===== config.mk =====
export PLATFORM = sky130hd
export DESIGN_NAME = mips_exec_core
export DESIGN_NICKNAME = d
export VERILOG_FILES = /design/src/hw/mips_exec_pkg.sv /design/src/hw/alu_execute.sv /design/src/hw/ctrl_decode.sv /design/src/hw/exec_result.sv /design/src/hw/mips_exec_core.sv
export SDC_FILE = /design/constraint.sdc
export NUM_CORES = 1
export LEC_CHECK = 0
export BUFFER_PORTS_ARGS = -buffer_cell sky130_fd_sc_hd__buf_2
export CELL_PAD_IN_SITES_DETAIL_PLACEMENT = 1
export CELL_PAD_IN_SITES_GLOBAL_PLACEMENT = 1
export CORE_MARGIN = 2
export CORE_UTILIZATION = 26
export DETAILED_ROUTE_END_ITERATION = 12
export GPL_TIMING_DRIVEN = 1
export PLACE_DENSITY_LB_ADDON = 0.1
export SYNTH_ARGS = -nofsm -noshare
export SYNTH_HDL_FRONTEND = slang
export SYNTH_HIERARCHICAL = 1
export SYNTH_SLANG_ARGS = --single-unit

===== constraint.sdc =====
create_clock -name i_clk -period 5.42 [get_ports i_clk]
set_clock_uncertainty 0.1 [all_clocks]
set_input_delay 1.084 -clock i_clk [delete_from_list [all_inputs] [get_ports i_clk]]
set_output_delay 1.084 -clock i_clk [all_outputs]
set_load 0.02 [all_outputs]

===== src/hw/mips_exec_pkg.sv =====
`default_nettype none

package mips_exec_pkg;

    typedef logic [31:0] word_t;                    // Data word, address or instruction
    typedef logic [4:0]  reg_idx_t;                 // Register file index
    typedef logic [3:0]  alu_op_t;                  // ALU operation code
    typedef logic [1:0]  ext_mode_t;                // Immediate extension mode
    typedef logic [1:0]  src_a_t;                   // Operand A selector

    localparam alu_op_t OP_SHIFT_LEFT       = 4'b0001;
    localparam alu_op_t OP_SHIFT_RIGHT      = 4'b0000;
    localparam alu_op_t OP_SHIFT_RIGHT_ARIT = 4'b0010;
    localparam alu_op_t OP_PASS             = 4'b0011;  // Operand A straight through
    localparam alu_op_t OP_ADD              = 4'b0100;
    localparam alu_op_t OP_SUB              = 4'b0101;
    localparam alu_op_t OP_AND              = 4'b0110;
    localparam alu_op_t OP_OR               = 4'b0111;
    localparam alu_op_t OP_XOR              = 4'b1000;
    localparam alu_op_t OP_NOR              = 4'b1001;
    localparam alu_op_t OP_SLT              = 4'b1010;  // Signed A below B
    localparam alu_op_t OP_CMP              = 4'b1011;  // Signed B below A, used by SLTI
    localparam alu_op_t OP_SIGNED_ADD       = 4'b1100;

    localparam ext_mode_t MODE_SIGN_EXT       = 2'b00;
    localparam ext_mode_t MODE_ZERO_EXT_UPPER = 2'b01;  // Upper half filled with zeros
    localparam ext_mode_t MODE_ZERO_EXT_LOWER = 2'b10;  // Lower half filled with zeros

    localparam src_a_t SRC_A_PC4 = 2'b00;           // Return address for link instructions
    localparam src_a_t SRC_A_RS  = 2'b01;
    localparam src_a_t SRC_A_IMM = 2'b11;           // Extended immediate, B becomes RS

    localparam logic [5:0] OPC_RTYPE = 6'b000000;
    localparam logic [5:0] OPC_J     = 6'b000010;
    localparam logic [5:0] OPC_JAL   = 6'b000011;
    localparam logic [5:0] OPC_BEQ   = 6'b000100;
    localparam logic [5:0] OPC_BNE   = 6'b000101;
    localparam logic [5:0] OPC_ADDI  = 6'b001000;
    localparam logic [5:0] OPC_SLTI  = 6'b001010;
    localparam logic [5:0] OPC_ANDI  = 6'b001100;
    localparam logic [5:0] OPC_ORI   = 6'b001101;
    localparam logic [5:0] OPC_XORI  = 6'b001110;
    localparam logic [5:0] OPC_LUI   = 6'b001111;
    localparam logic [5:0] OPC_LW    = 6'b100011;
    localparam logic [5:0] OPC_SW    = 6'b101011;
    localparam logic [5:0] OPC_HALT  = 6'b111111;

    localparam logic [5:0] FUNC_SLL  = 6'b000000;
    localparam logic [5:0] FUNC_SRL  = 6'b000010;
    localparam logic [5:0] FUNC_SRA  = 6'b000011;
    localparam logic [5:0] FUNC_SLLV = 6'b000100;
    localparam logic [5:0] FUNC_SRLV = 6'b000110;
    localparam logic [5:0] FUNC_SRAV = 6'b000111;
    localparam logic [5:0] FUNC_JR   = 6'b001000;
    localparam logic [5:0] FUNC_JALR = 6'b001001;
    localparam logic [5:0] FUNC_ADDU = 6'b100001;
    localparam logic [5:0] FUNC_SUBU = 6'b100011;
    localparam logic [5:0] FUNC_AND  = 6'b100100;
    localparam logic [5:0] FUNC_OR   = 6'b100101;
    localparam logic [5:0] FUNC_XOR  = 6'b100110;
    localparam logic [5:0] FUNC_NOR  = 6'b100111;
    localparam logic [5:0] FUNC_SLT  = 6'b101010;

    typedef struct packed {
        alu_op_t   alu_op;
        src_a_t    src_a;
        logic      shamt_sel;                       // Shift amount from the SA field
        ext_mode_t ext_mode;
        reg_idx_t  dst_reg;
        logic      reg_wr;
        logic      mem_rd;
        logic      mem_wr;
        logic      jump;
        logic      branch;
        logic      bne;                             // Branch taken on inequality
        logic      jmp_reg;                         // Jump target comes from RS
        logic      halt;
    } ctrl_word_t;

    typedef struct packed {
        ctrl_word_t ctrl;
        word_t      alu_res;
        logic       eq;                             // RS equals RT
        word_t      mem_addr;
        word_t      store_data;
        word_t      br_target;
        word_t      jmp_target;
    } exec_word_t;

    typedef struct packed {
        logic     wb_en;
        reg_idx_t wb_reg;
        word_t    wb_data;
        logic     mem_rd_en;
        logic     mem_wr_en;
        word_t    mem_addr;
        word_t    mem_data;
        logic     pc_redirect;
        word_t    pc_target;
        logic     halt;
    } exe_result_t;

    typedef enum logic [1:0] {
        IDLE,
        BUSY,
        DONE
    } hs_state_t;

endpackage

`default_nettype wire


===== src/hw/alu_execute.sv =====
`timescale 1ns/1ps
`default_nettype none

module alu_execute import mips_exec_pkg::*; (
    input  wire logic       i_clk,
    input  wire logic       i_rst_n,
    input  wire logic       i_valid,
    input  wire ctrl_word_t i_ctrl,
    input  wire word_t      i_instr,
    input  wire word_t      i_rs_val,
    input  wire word_t      i_rt_val,
    input  wire word_t      i_pc_next,
    output logic            o_valid,
    output exec_word_t      o_exec
);

    logic [15:0] imm;
    logic [4:0]  shamt;
    logic [4:0]  sh_amt;
    word_t       imm_sext;
    word_t       imm_ext;
    word_t       op_a;
    word_t       op_b;
    word_t       alu_res;
    exec_word_t  nxt;

    assign imm      = i_instr[15:0];
    assign shamt    = i_instr[10:6];
    assign imm_sext = {{16{imm[15]}}, imm};

    always_comb begin
        case (i_ctrl.ext_mode)
            MODE_ZERO_EXT_UPPER: imm_ext = {16'b0, imm};
            MODE_ZERO_EXT_LOWER: imm_ext = {imm, 16'b0};    // LUI form
            default:             imm_ext = imm_sext;
        endcase
    end

    always_comb begin
        case (i_ctrl.src_a)
            SRC_A_IMM: op_a = imm_ext;
            SRC_A_PC4: op_a = i_pc_next;
            default:   op_a = i_rs_val;
        endcase
    end

    // With an immediate in A, the register operand moves to B
    assign op_b   = (i_ctrl.src_a == SRC_A_IMM) ? i_rs_val : i_rt_val;
    assign sh_amt = i_ctrl.shamt_sel ? shamt : op_a[4:0];   // Variable shifts use RS[4:0]

    always_comb begin
        case (i_ctrl.alu_op)
            OP_SHIFT_LEFT:       alu_res = op_b << sh_amt;  // Shifted value is RT
            OP_SHIFT_RIGHT:      alu_res = op_b >> sh_amt;
            OP_SHIFT_RIGHT_ARIT: alu_res = word_t'($signed(op_b) >>> sh_amt);
            OP_ADD:              alu_res = op_a + op_b;
            OP_SIGNED_ADD:       alu_res = op_a + op_b;     // No overflow trap in this slice
            OP_SUB:              alu_res = op_a - op_b;
            OP_AND:              alu_res = op_a & op_b;
            OP_OR:               alu_res = op_a | op_b;
            OP_XOR:              alu_res = op_a ^ op_b;
            OP_NOR:              alu_res = ~(op_a | op_b);
            OP_SLT:              alu_res = {31'b0, $signed(op_a) < $signed(op_b)};
            OP_CMP:              alu_res = {31'b0, $signed(op_b) < $signed(op_a)};
            default:             alu_res = op_a;            // Pass
        endcase
    end

    always_comb begin
        nxt            = '0;
        nxt.ctrl       = i_ctrl;
        nxt.alu_res    = alu_res;
        nxt.eq         = (i_rs_val == i_rt_val);            // Branch condition source
        nxt.mem_addr   = i_rs_val + imm_sext;
        nxt.store_data = i_rt_val;
        nxt.br_target  = i_pc_next + {imm_sext[29:0], 2'b00};
        nxt.jmp_target = i_ctrl.jmp_reg ? i_rs_val
                                        : {i_pc_next[31:28], i_instr[25:0], 2'b00};
    end

    always_ff @(posedge i_clk) begin
        if (!i_rst_n) begin
            o_valid <= 1'b0;
        end else begin
            o_valid <= i_valid;
        end
    end

    always_ff @(posedge i_clk) begin
        if (i_valid) o_exec <= nxt;                 // Payload, held until the next instruction
    end

endmodule

`default_nettype wire


===== src/hw/ctrl_decode.sv =====
`timescale 1ns/1ps
`default_nettype none

module ctrl_decode import mips_exec_pkg::*; (
    input  wire logic       i_clk,
    input  wire logic       i_rst_n,
    input  wire logic       i_load,                 // One-cycle strobe from the handshake FSM
    input  wire word_t      i_instr,
    input  wire word_t      i_rs_val,
    input  wire word_t      i_rt_val,
    input  wire word_t      i_pc_next,
    output logic            o_valid,
    output ctrl_word_t      o_ctrl,
    output word_t           o_instr,
    output word_t           o_rs_val,
    output word_t           o_rt_val,
    output word_t           o_pc_next
);

    logic [5:0] opcode;
    logic [5:0] funct;
    reg_idx_t   rt_idx;
    reg_idx_t   rd_idx;
    ctrl_word_t dec;

    assign opcode = i_instr[31:26];
    assign funct  = i_instr[5:0];
    assign rt_idx = i_instr[20:16];
    assign rd_idx = i_instr[15:11];

    always_comb begin
        dec          = '0;                          // Unknown codes stay a NOP with enables low
        dec.alu_op   = OP_PASS;
        dec.src_a    = SRC_A_RS;
        dec.ext_mode = MODE_SIGN_EXT;
        case (opcode)
            OPC_RTYPE: begin
                dec.dst_reg = rd_idx;
                dec.reg_wr  = 1'b1;                 // Cleared below for JR and unknown functions
                case (funct)
                    FUNC_SLL:  begin dec.shamt_sel = 1'b1; dec.alu_op = OP_SHIFT_LEFT; end
                    FUNC_SRL:  begin dec.shamt_sel = 1'b1; dec.alu_op = OP_SHIFT_RIGHT; end
                    FUNC_SRA:  begin dec.shamt_sel = 1'b1; dec.alu_op = OP_SHIFT_RIGHT_ARIT; end
                    FUNC_SLLV: dec.alu_op = OP_SHIFT_LEFT;
                    FUNC_SRLV: dec.alu_op = OP_SHIFT_RIGHT;
                    FUNC_SRAV: dec.alu_op = OP_SHIFT_RIGHT_ARIT;
                    FUNC_ADDU: dec.alu_op = OP_ADD;
                    FUNC_SUBU: dec.alu_op = OP_SUB;
                    FUNC_AND:  dec.alu_op = OP_AND;
                    FUNC_OR:   dec.alu_op = OP_OR;
                    FUNC_XOR:  dec.alu_op = OP_XOR;
                    FUNC_NOR:  dec.alu_op = OP_NOR;
                    FUNC_SLT:  dec.alu_op = OP_SLT;
                    FUNC_JR: begin
                        dec.reg_wr  = 1'b0;
                        dec.jump    = 1'b1;
                        dec.jmp_reg = 1'b1;
                    end
                    FUNC_JALR: begin
                        dec.src_a   = SRC_A_PC4;    // Return address goes to RD
                        dec.jump    = 1'b1;
                        dec.jmp_reg = 1'b1;
                    end
                    default: dec.reg_wr = 1'b0;
                endcase
            end
            OPC_ADDI, OPC_SLTI, OPC_ANDI, OPC_ORI, OPC_XORI, OPC_LUI: begin
                dec.src_a   = SRC_A_IMM;
                dec.dst_reg = rt_idx;               // Immediates write RT
                dec.reg_wr  = 1'b1;
                case (opcode)
                    OPC_ADDI: dec.alu_op = OP_SIGNED_ADD;
                    OPC_SLTI: dec.alu_op = OP_CMP;
                    OPC_ANDI: begin dec.alu_op = OP_AND; dec.ext_mode = MODE_ZERO_EXT_UPPER; end
                    OPC_ORI:  begin dec.alu_op = OP_OR;  dec.ext_mode = MODE_ZERO_EXT_UPPER; end
                    OPC_XORI: begin dec.alu_op = OP_XOR; dec.ext_mode = MODE_ZERO_EXT_UPPER; end
                    default:  dec.ext_mode = MODE_ZERO_EXT_LOWER;  // LUI passes imm << 16
                endcase
            end
            OPC_LW: begin
                dec.dst_reg = rt_idx;               // Written later by the memory stage
                dec.mem_rd  = 1'b1;
            end
            OPC_SW:  dec.mem_wr = 1'b1;
            OPC_BEQ, OPC_BNE: begin
                dec.alu_op = OP_SUB;
                dec.branch = 1'b1;
                dec.bne    = opcode[0];             // BNE differs from BEQ in bit 0
            end
            OPC_J:   dec.jump = 1'b1;
            OPC_JAL: begin
                dec.src_a   = SRC_A_PC4;
                dec.dst_reg = 5'd31;                // Link register
                dec.reg_wr  = 1'b1;
                dec.jump    = 1'b1;
            end
            OPC_HALT: dec.halt = 1'b1;
            default: ;
        endcase
    end

    always_ff @(posedge i_clk) begin
        if (!i_rst_n) begin
            o_valid <= 1'b0;
            o_ctrl  <= '0;                          // All enables low out of reset
        end else begin
            o_valid <= i_load;                      // Valid one cycle after the load strobe
            if (i_load) o_ctrl <= dec;
        end
    end

    always_ff @(posedge i_clk) begin
        if (i_load) begin
            o_instr   <= i_instr;
            o_rs_val  <= i_rs_val;
            o_rt_val  <= i_rt_val;
            o_pc_next <= i_pc_next;
        end
    end

endmodule

`default_nettype wire


===== src/hw/exec_result.sv =====
`timescale 1ns/1ps
`default_nettype none

module exec_result import mips_exec_pkg::*; (
    input  wire logic       i_clk,
    input  wire logic       i_rst_n,
    input  wire logic       i_valid,
    input  wire exec_word_t i_exec,
    output exe_result_t     o_result
);

    logic        taken;
    exe_result_t nxt;

    // BNE inverts the equality test
    assign taken = i_exec.ctrl.branch & (i_exec.ctrl.bne ^ i_exec.eq);

    always_comb begin
        nxt.wb_en       = i_exec.ctrl.reg_wr;
        nxt.wb_reg      = i_exec.ctrl.dst_reg;
        nxt.wb_data     = i_exec.alu_res;
        nxt.mem_rd_en   = i_exec.ctrl.mem_rd;
        nxt.mem_wr_en   = i_exec.ctrl.mem_wr;
        nxt.mem_addr    = i_exec.mem_addr;
        nxt.mem_data    = i_exec.store_data;
        nxt.pc_redirect = i_exec.ctrl.jump | taken; // Jumps always redirect
        nxt.pc_target   = i_exec.ctrl.jump ? i_exec.jmp_target : i_exec.br_target;
        nxt.halt        = i_exec.ctrl.halt;
    end

    always_ff @(posedge i_clk) begin
        if (!i_rst_n) begin
            o_result.wb_en       <= 1'b0;
            o_result.mem_rd_en   <= 1'b0;
            o_result.mem_wr_en   <= 1'b0;
            o_result.pc_redirect <= 1'b0;
            o_result.halt        <= 1'b0;
        end else if (i_valid) begin
            o_result <= nxt;                        // Stays put while the core holds o_ack
        end
    end

endmodule

`default_nettype wire


===== src/hw/mips_exec_core.sv =====
`timescale 1ns/1ps
`default_nettype none

module mips_exec_core import mips_exec_pkg::*; (
    input  wire logic   i_clk,
    input  wire logic   i_rst_n,
    input  wire logic   i_req,                      // Four-phase request from the issue stage
    input  wire word_t  i_instr,
    input  wire word_t  i_rs_val,
    input  wire word_t  i_rt_val,
    input  wire word_t  i_pc_next,
    output logic        o_ack,
    output exe_result_t o_result
);

    hs_state_t  state;
    logic       load;
    logic       dec_valid;
    logic       exe_valid;
    ctrl_word_t dec_ctrl;
    word_t      dec_instr;
    word_t      dec_rs_val;
    word_t      dec_rt_val;
    word_t      dec_pc_next;
    exec_word_t exe_word;

    always_ff @(posedge i_clk) begin
        if (!i_rst_n) begin
            state <= IDLE;
            load  <= 1'b0;
        end else begin
            load <= (state == IDLE) && i_req;       // Single pulse, state leaves IDLE at once
            case (state)
                IDLE: if (i_req) state <= BUSY;
                BUSY: if (exe_valid) state <= DONE; // Result registers at this same edge
                DONE: if (!i_req) state <= IDLE;
                default: state <= IDLE;
            endcase
        end
    end

    assign o_ack = (state == DONE);                 // High exactly while DONE holds the result

    ctrl_decode u_ctrl_decode (
        .i_clk     (i_clk),
        .i_rst_n   (i_rst_n),
        .i_load    (load),
        .i_instr   (i_instr),
        .i_rs_val  (i_rs_val),
        .i_rt_val  (i_rt_val),
        .i_pc_next (i_pc_next),
        .o_valid   (dec_valid),
        .o_ctrl    (dec_ctrl),
        .o_instr   (dec_instr),
        .o_rs_val  (dec_rs_val),
        .o_rt_val  (dec_rt_val),
        .o_pc_next (dec_pc_next)
    );

    alu_execute u_alu_execute (
        .i_clk     (i_clk),
        .i_rst_n   (i_rst_n),
        .i_valid   (dec_valid),
        .i_ctrl    (dec_ctrl),
        .i_instr   (dec_instr),
        .i_rs_val  (dec_rs_val),
        .i_rt_val  (dec_rt_val),
        .i_pc_next (dec_pc_next),
        .o_valid   (exe_valid),
        .o_exec    (exe_word)
    );

    exec_result u_exec_result (
        .i_clk    (i_clk),
        .i_rst_n  (i_rst_n),
        .i_valid  (exe_valid),
        .i_exec   (exe_word),
        .o_result (o_result)
    );

endmodule

`default_nettype wire


---- Word level (Yosys, flattened, before mapping) ----
Cells that the tools add are included.
storage, ports and cells
  bits in registers ....................... 460
  bits of input ports ..................... 131
  output and inout bits ................... 139
cells by class
  add/subtract/negate cells ............... 4
  order comparisons ....................... 2
  equal/unequal tests ..................... 47
  shift-type cells ........................ 3
  muxes and demuxes ....................... 30
  bitwise logic cells ..................... 7
  reduce and logical (&&, ||, !) cells .... 22
operators by type and width
  operator                                              count
  case mux 32 bit (11 select lines)                     1
  case mux 32 bit (2 select lines)                      2
  adder 32 bit                                          3
  2-to-1 mux 32 bit                                     3
  less-than comparator 32 bit                           2
  equality test 6 bit (second input constant)           10
  equality test 6 x 4 -> 1 bit (second input constant)  8
  case mux 4 bit (10 select lines)                      1
  bitwise AND 32 bit                                    1
  equality test 32 bit                                  1
  NOT 32 bit                                            1
  OR 32 bit                                             1
  left shift 32 x 5 -> 32 bit                           1
  right shift 32 x 5 -> 32 bit                          1
  >>> shifter 32 x 5 -> 32 bit                          1
  subtractor 32 bit                                     1
  bitwise XOR 32 bit                                    1
  equality test 6 x 3 -> 1 bit (second input constant)  5
  equality test 6 x 2 -> 1 bit (second input constant)  4
  equality test 4 bit (second input constant)           5
  case mux 4 bit (5 select lines)                       1
  equality test 4 x 3 -> 1 bit (second input constant)  4
  OR reduction 2 bit                                    8
  case mux 5 bit (3 select lines)                       1
  26 further kinds                                      48

---- Logic depth before layout (Yosys ltp) ----
Gate-level depths: netlist of run 1.
  depth after elaboration ................. 6
  depth in mapped cells ................... 21
  mapped depth without buffers ............ 19

---- Hierarchy ----
The synthesis of run 1 kept the hierarchy.
by module, submodules not included
  module          times used  cells each  area an instance (um2)  seq. area each (um2)
  alu_execute     1           2307        20053.0                 5515.3
  ctrl_decode     1           294         5210.0                  4304.1
  exec_result     1           188         4734.5                  4093.9
  mips_exec_core  1           12          133.9                   60.1

---- Worst setup path after synthesis of run 1 ----
OpenSTA, ideal clock, no wires.
  path type ............................... reg2reg
  start ................................... register u_ctrl_decode.o_valid
  end ..................................... register u_alu_execute/o_exec[0] (netlist bit) (enable)
  setup time .............................. 0.561 ns
  arrival time ............................ 4.292 ns
  required time ........................... 4.759 ns
  slack ................................... 0.467 ns
  cell stages (with the launch flop) ...... 1
  buffers on the path ..................... 0
  period minus slack after synthesis ...... 4.953 ns
  path through ............................ dfxtp_1
RTL lines
  what                      RTL line            RTL
  start: declaration        ctrl_decode.sv:12   output logic o_valid,
  start signal: assignment  ctrl_decode.sv:107  o_valid <= i_load;
  end signal: assignment    alu_execute.sv:90   if (i_valid) o_exec <= nxt;
  end: declaration          alu_execute.sv:14   output exec_word_t o_exec
No word-level cell between the ends.

---- Final worst setup path of run 1 ----
  start ................................... register u_ctrl_decode/o_ctrl[13] (netlist bit)
  end ..................................... register u_alu_execute/o_exec[153] (netlist bit) (data pin)
between the ends
  word-level cells in the longest chain between the ends .. 6
RTL lines
  what                                                                       RTL line            RTL
  start: declaration                                                         ctrl_decode.sv:13   output ctrl_word_t o_ctrl,
  start signal: assignment                                                   ctrl_decode.sv:105  o_ctrl <= '0;
  start signal: assignment                                                   ctrl_decode.sv:108  if (i_load) o_ctrl <= dec;
  equality test 2 bit or equality test 2 x 1 -> 1 bit (tied branches)        alu_execute.sv:32   case (i_ctrl.ext_mode)
  case mux 32 bit (2 select lines) *                                         alu_execute.sv:32
  case mux 32 bit (2 select lines) *                                         alu_execute.sv:40   case (i_ctrl.src_a)
  parallel branches: the longest is 2 deep, another holds subtractor 32 bit  -
  case mux 32 bit (11 select lines) *                                        alu_execute.sv:52   case (i_ctrl.alu_op)
  net u_alu_execute.alu_res[24]                                              alu_execute.sv:24   word_t alu_res;
Mark *: on every way through the listed nets, which the timed path passes.
A chain may end at the register's enable or synchronous reset.

==> out/qor.yml, run 1 <==
status:
  status: "complete, no violations"
sta:
  period_minus_slack_ns: 5.17
  setup_violations: 0
  fin_crit_sh: 0.955
  rsz0062_at_grt: "false"
  max_freq_mhz: 193
  max-slew-margin-rel: 0.177
  tightest_slew_ns: 1.23
  hold_viol: 0
  setup_ws_ns: 0.245
  slew_violations: 0
power:
  power.internal_mw: 7.31
  power_frac_comb: 0.256
  p_switching_mw: 3.65
  seqPwrFrac: 0.379
  swShare: 0.333
  p_leak_nw: 13.5
  vdd_drop_max_uv: 215
  power_frac_clock: 0.366
  cellPowerDensity_nw_per_um2: 310
  finalPower_mw: 11.0
routing:
  drtPass1Iterations: 5
  vias_per_cell: 5.42
  ant_nets: 0
  vias: 25300
  wl_per_cell_um: 31.0
  drtIter0Drc: 1944
  post-route-drc-count: 0
  routed_wl_um: 145000
worst_setup_path:
  crit_start: "u_ctrl_decode/o_ctrl[13]$_SDFFE_PN0P_"
  r2r_slack_ns: 0.25
  cp_max_fo: 14
  setup.worst_path.end: "u_alu_execute/o_exec[153]$_DFFE_PP_"
  cp-start-kind: "flip-flop"
  regToRegEndpoint: "u_alu_execute/o_exec[153]$_DFFE_PP_"
  r2r_start: "u_ctrl_decode/o_ctrl[13]$_SDFFE_PN0P_"
  critical_path_required_ns: 5.72
  reg2reg_depth: 16
  crit_type: "reg2reg"
  arrival_ns: 5.48
  end_kind: "flip-flop"
clock_tree:
  clk_latency_ns: 0.67
  post_cts_buffers: 0
  cts.clk_slew.worst_paths_ns: 0.08
  cts.sinks: 460
  cts_max_path_buffers: 3
  cts_made_buffers: 57
  cts_tree: "built"
  cts_max_level: 2
  root_buffer: "clkbuf_16"
cells_and_area:
  fin_nets: 3439
  final_common_cell: "edfxtp_1"
  syn_to_final_growth_pct: 19.2
  final_cells: 4660
  fillers: 12600
  post-route-util: 0.313
  final_layout_size_suffix_gt1_frac: 0.219
  layout_common_cells: "edfxtp_1, buf_2, o21ai_0"
  postLayoutCellArea_um2: 35300
min_path:
  hp-class: "reg2reg"
  min_from: "u_alu_execute/o_exec[141]$_DFFE_PP_"
  min_path_cells: 0
run:
  drv_cap: 0
synthesis:
  synth_nets: 3112
  synthCells: 2785
  synth_area_um2: 29700
  synth_area_per_cell_um2: 10.6
  yosysWarnings: 6
place:
  dpl.hpwl_um: 113000
  gp_congestion: 0.939
  placed_area_um2: 33400
  port_buffers: 269
  dp_slack_ns: -0.177
  place_inst: 4553
global_route:
  grt_usage: 0.242
  grt_overflow: 0
  grt_pass1_wl_um: 203000
  antenna_found_initial: 15
  grt_pass1_vias: 25900
  grt_start_max_net_pins: 123
floorplanning:
  start_util: 0.263
  die_y_um: 342
  die_w_um: 342
  core_um2: 113000
  rows: 123
  die_area_um2: 117000
  io-pin-count: 270
[how the worst min path moves through the flow]
stage               slack (ns)                                     to
floorplan                 0.30  u_exec_result/o_result[100]$_DFFE_PP_
global placement          0.30   u_exec_result/o_result[43]$_DFFE_PP_
detailed placement        0.31   u_exec_result/o_result[63]$_DFFE_PP_
CTS                       0.31  u_exec_result/o_result[125]$_DFFE_PP_
global route              0.32   u_exec_result/o_result[43]$_DFFE_PP_
finish                    0.30  u_exec_result/o_result[112]$_DFFE_PP_
[stage by stage]
| stage | hold WS [ns] | setup TNS [ns] |
|---|---|---|
| 2_1_floorplan | 0.300 | 0 |
| 3_3_place_gp | 0.302 | -0.216 |
| 3_5_place_dp | 0.306 | -0.177 |
| 4_1_cts | 0.309 | 0 |
| 5_1_grt | 0.322 | 0 |
| 6_report | 0.301 | 0 |
[layer usage]
metal / vias to the layer above / global-route usage / part of all wire
li1: 11300 / - / -
met1: 13000 / 0.338 / 0.46
met2: 804 / 0.387 / 0.45
met3: 177 / 0.0374 / 0.055
met4: 4 / 0.0665 / 0.029
met5: - / 0 / 0.00019
[power groups by stage]
| stage | Sequential, mW | Combinational (mW) | Clock, mW |
|---|---|---|---|
| 2_1_floorplan | 4.19 | 1.58 | 0 |
| 3_3_place_gp | 4.23 | 2.74 | 0 |
| 3_5_place_dp | 4.23 | 2.73 | 0 |
| 4_1_cts | 4.16 | 2.75 | 4.15 |
| 5_1_grt | 4.16 | 2.98 | 4.25 |
| 6_report | 4.15 | 2.80 | 4.01 |
[final cells by class]
class,count,area [um2],area share
tap,1500,1880,0.0531
sequential,460,13500,0.382
inverter,124,465,0.0132
clock buffer,66,1480,0.0419
antenna,4,10.0,0.000283
clock inverter,37,444,0.0126
timing repair buffer,430,2630,0.0744
multi-input combinational,2039,14900,0.423
[state kept, by name, summed over array words and instances, names as in the netlist, 2 cells and up]
name,flops
u_ctrl_decode/o_rt_val,32
u_ctrl_decode/o_instr,26
u_exec_result/o_result,138
u_ctrl_decode/o_pc_next,32
u_ctrl_decode/o_rs_val,32
u_alu_execute/o_exec,173
state,2
u_ctrl_decode/o_ctrl,22
[critical path, stage by stage (launching register included)]
cell,delay (ns)
dfxtp_1,0.36
inv_1,0.06
ha_1,0.34
o21a_2,0.32
a221o_1,0.37
o21ai_0,0.33
inv_1,0.16
ha_1,0.48
inv_2,0.09
a2111o_1,0.44
o211a_1,0.29
o211ai_1,0.33
a41oi_1,0.24
nor2_1,0.26
o22ai_1,0.11
o21ai_0,0.47
a32oi_1,0.18
[timing repair]
action                                  4_1_cts  5_1_grt
cloned                                        0        0
resized for setup                             1        6
endpoints found under the setup margin        1        4
hold buffers                                  0        0
Note: power is estimated with default switching activity, not from simulation.
==> inputs of run 2 (changes only) <==
REMOVE_ABC_BUFFERS = 1   (was unset)
==> run 2 against run 1 <==
Against the previous run: register-to-register slack got worse by 0.14 ns; flip-flop and latch count did not move; highest routed layer unchanged; clock power fell by 3%; combinational power barely moved; routed wire length fell by 2.5%; fmax fell by 2.5%; sequential share of layout area barely moved; sequential power barely moved; global-route usage fell by 0.52 points.
==> out/qor.yml, run 2 (synthesis results as in run 1) <==
cells_and_area:
  top_register: "u_alu_execute/o_exec"
  layout_common_cells: "edfxtp_1, buf_2, o21ai_0"
  post-route-util: 0.314
  largest_registers: "u_alu_execute/o_exec: 173 flops, u_exec_result/o_result: 138 flops"
  syn_to_final_growth_pct: 19.3
  final_layout_size_suffix_gt1_frac: 0.222
  largest_reg_flops: 173
  fin_nets: 3438
  final_common_cell: "edfxtp_1"
clock_tree:
  cts_max_level: 2
  cts.clk_slew.worst_paths_ns: 0.06
  clk_latency_ns: 0.68
  root_buffer: "clkbuf_16"
  cts_tree: "built"
  cts_max_path_buffers: 3
  cts.sinks: 460
  cts_made_buffers: 56
  hold_buffers: 0
sta:
  max-slew-margin-rel: 0.140
  tightest_slew_ns: 1.27
  setup_ws_ns: 0.110
  tns_ns: 0
  fin_crit_sh: 0.980
  period_minus_slack_ns: 5.31
  max_freq_mhz: 188
  setup_violations: 0
  slew_violations: 0
  rsz0062_at_grt: "true"
  hold_viol: 0
power:
  cellPowerDensity_nw_per_um2: 306
  p_leak_nw: 13.5
  vdd_drop_max_uv: 253
routing:
  met2_length_um: 64000
  wl_met1_um: 65900
  post-route-drc-count: 0
  wl_met3_um: 7530
  vias_per_cell: 5.35
  wl_per_cell_um: 30.3
  drtIter0Drc: 2077
  ant_nets: 0
  vias: 24900
  drtPass1Iterations: 5
  top_layer_used: "met5"
  routed_wl_um: 141000
place:
  gp_congestion: 0.940
  port_buffers: 269
  dpl.hpwl_um: 111000
  dp_slack_ns: 0.162
worst_setup_path:
  arrival_ns: 5.56
  max_stage_delay_ns: 0.61
  cpLargestDelayFamily: "compound AO/OA/AOI/OAI gates"
  crit_type: "reg2reg"
  critical_path_required_ns: 5.67
  cp-start-kind: "flip-flop"
  path_cells: "inv_1, ha_1, o21a_2, a221o_1, o21ai_1, inv_1, ha_1, nor3_1, o21ai_0, o211a_1, a211o_1, o21a_1, nor2_1, nor2_1, a221o_1, a221oi_1, o21ai_0"
  cp_max_fo: 10
  crit_buf_inv: 2
  end_kind: "flip-flop"
  crit_path_top_delay_cell: "a221oi_1"
global_route:
  antenna_found_initial: 8
  grt_usage: 0.237
  grt_start_max_net_pins: 108
  grt_overflow: 0
  grt_pass1_wl_um: 200000
  grt_pass1_vias: 26000
floorplanning:
  die_y_um: 342
  rows: 123
  die_area_um2: 117000
  io-pin-count: 270
  start_util: 0.263
  die_w_um: 342
  core_um2: 113000
run:
  drv_cap: 0
min_path:
  hp-class: "reg2reg"
status:
  status: "complete, no violations"
## run 2: worst reg2reg max path, cell delays in order, from the launching register on
cell      delay [ns]
dfxtp_1         0.38
inv_1           0.07
ha_1            0.42
o21a_2          0.36
a221o_1         0.35
o21ai_1         0.19
inv_1           0.12
ha_1            0.46
nor3_1          0.18
o21ai_0         0.16
o211a_1         0.20
a211o_1         0.44
o21a_1          0.26
nor2_1          0.09
nor2_1          0.08
a221o_1         0.30
a221oi_1        0.61
o21ai_0         0.23
## run 2: timing repair
action,in CTS,in global routing
setup endpoints to repair,0,8
buffers inserted,0,1
gates resized for setup,0,8
## run 2: final timing paths
path	from	end	slack, ns	cells past startpoint
worst max-delay path	u_ctrl_decode/o_ctrl[13]$_SDFFE_PN0P_	u_alu_execute/o_exec[138]$_DFFE_PP_	0.11	17
worst max register to register	u_ctrl_decode/o_ctrl[13]$_SDFFE_PN0P_	u_alu_execute/o_exec[138]$_DFFE_PP_	0.11	17
worst min-delay path	u_alu_execute/o_exec[67]$_DFFE_PP_	u_exec_result/o_result[37]$_DFFE_PP_	0.29	0
worst min register to register	u_alu_execute/o_exec[67]$_DFFE_PP_	u_exec_result/o_result[37]$_DFFE_PP_	0.29	0
## run 2: report_power, final
group | internal [mW] | switching (mW) | leakage, nW
combinational | 0.949 | 1.85 | 8.41
sequential | 4.03 | 0.113 | 4.17
clock | 2.21 | 1.68 | 0.913
total | 7.19 | 3.64 | 13.5
## run 2: final cells by class
cell class                      count  area [um2]
Timing Repair Buffer              430        2690
Multi-Input combinational cell   2039       14900
Antenna cell                        4        10.0
Fill cell                       12600       77400
Clock inverter                     42         468
Inverter                          124         465
Tap cell                         1500        1880
Clock buffer                       62        1420
Sequential cell                   460       13500
## run 2: routing by layer
metal / vias up / global-route usage
met5: - / 0
met4: 6 / 0.0588
met3: 147 / 0.0368
met2: 726 / 0.377
met1: 12800 / 0.335
li1: 11300 / -
## run 2: per-stage QoR
| step | cells | hold slack, ns | cell area (um2) | total power, mW |
|---|---|---|---|---|
| final | 4661 | 0.292 | 35400 | 10.8 |
| after global routing | 4658 | 0.309 | 35400 | 11.3 |
| after CTS | 4656 | 0.297 | 35300 | 10.9 |
| after detailed placement | 4552 | 0.305 | 33400 | 6.95 |
| after global placement | 4552 | 0.301 | 33400 | 6.96 |
| after floorplan | 2623 | 0.300 | 28800 | 5.70 |
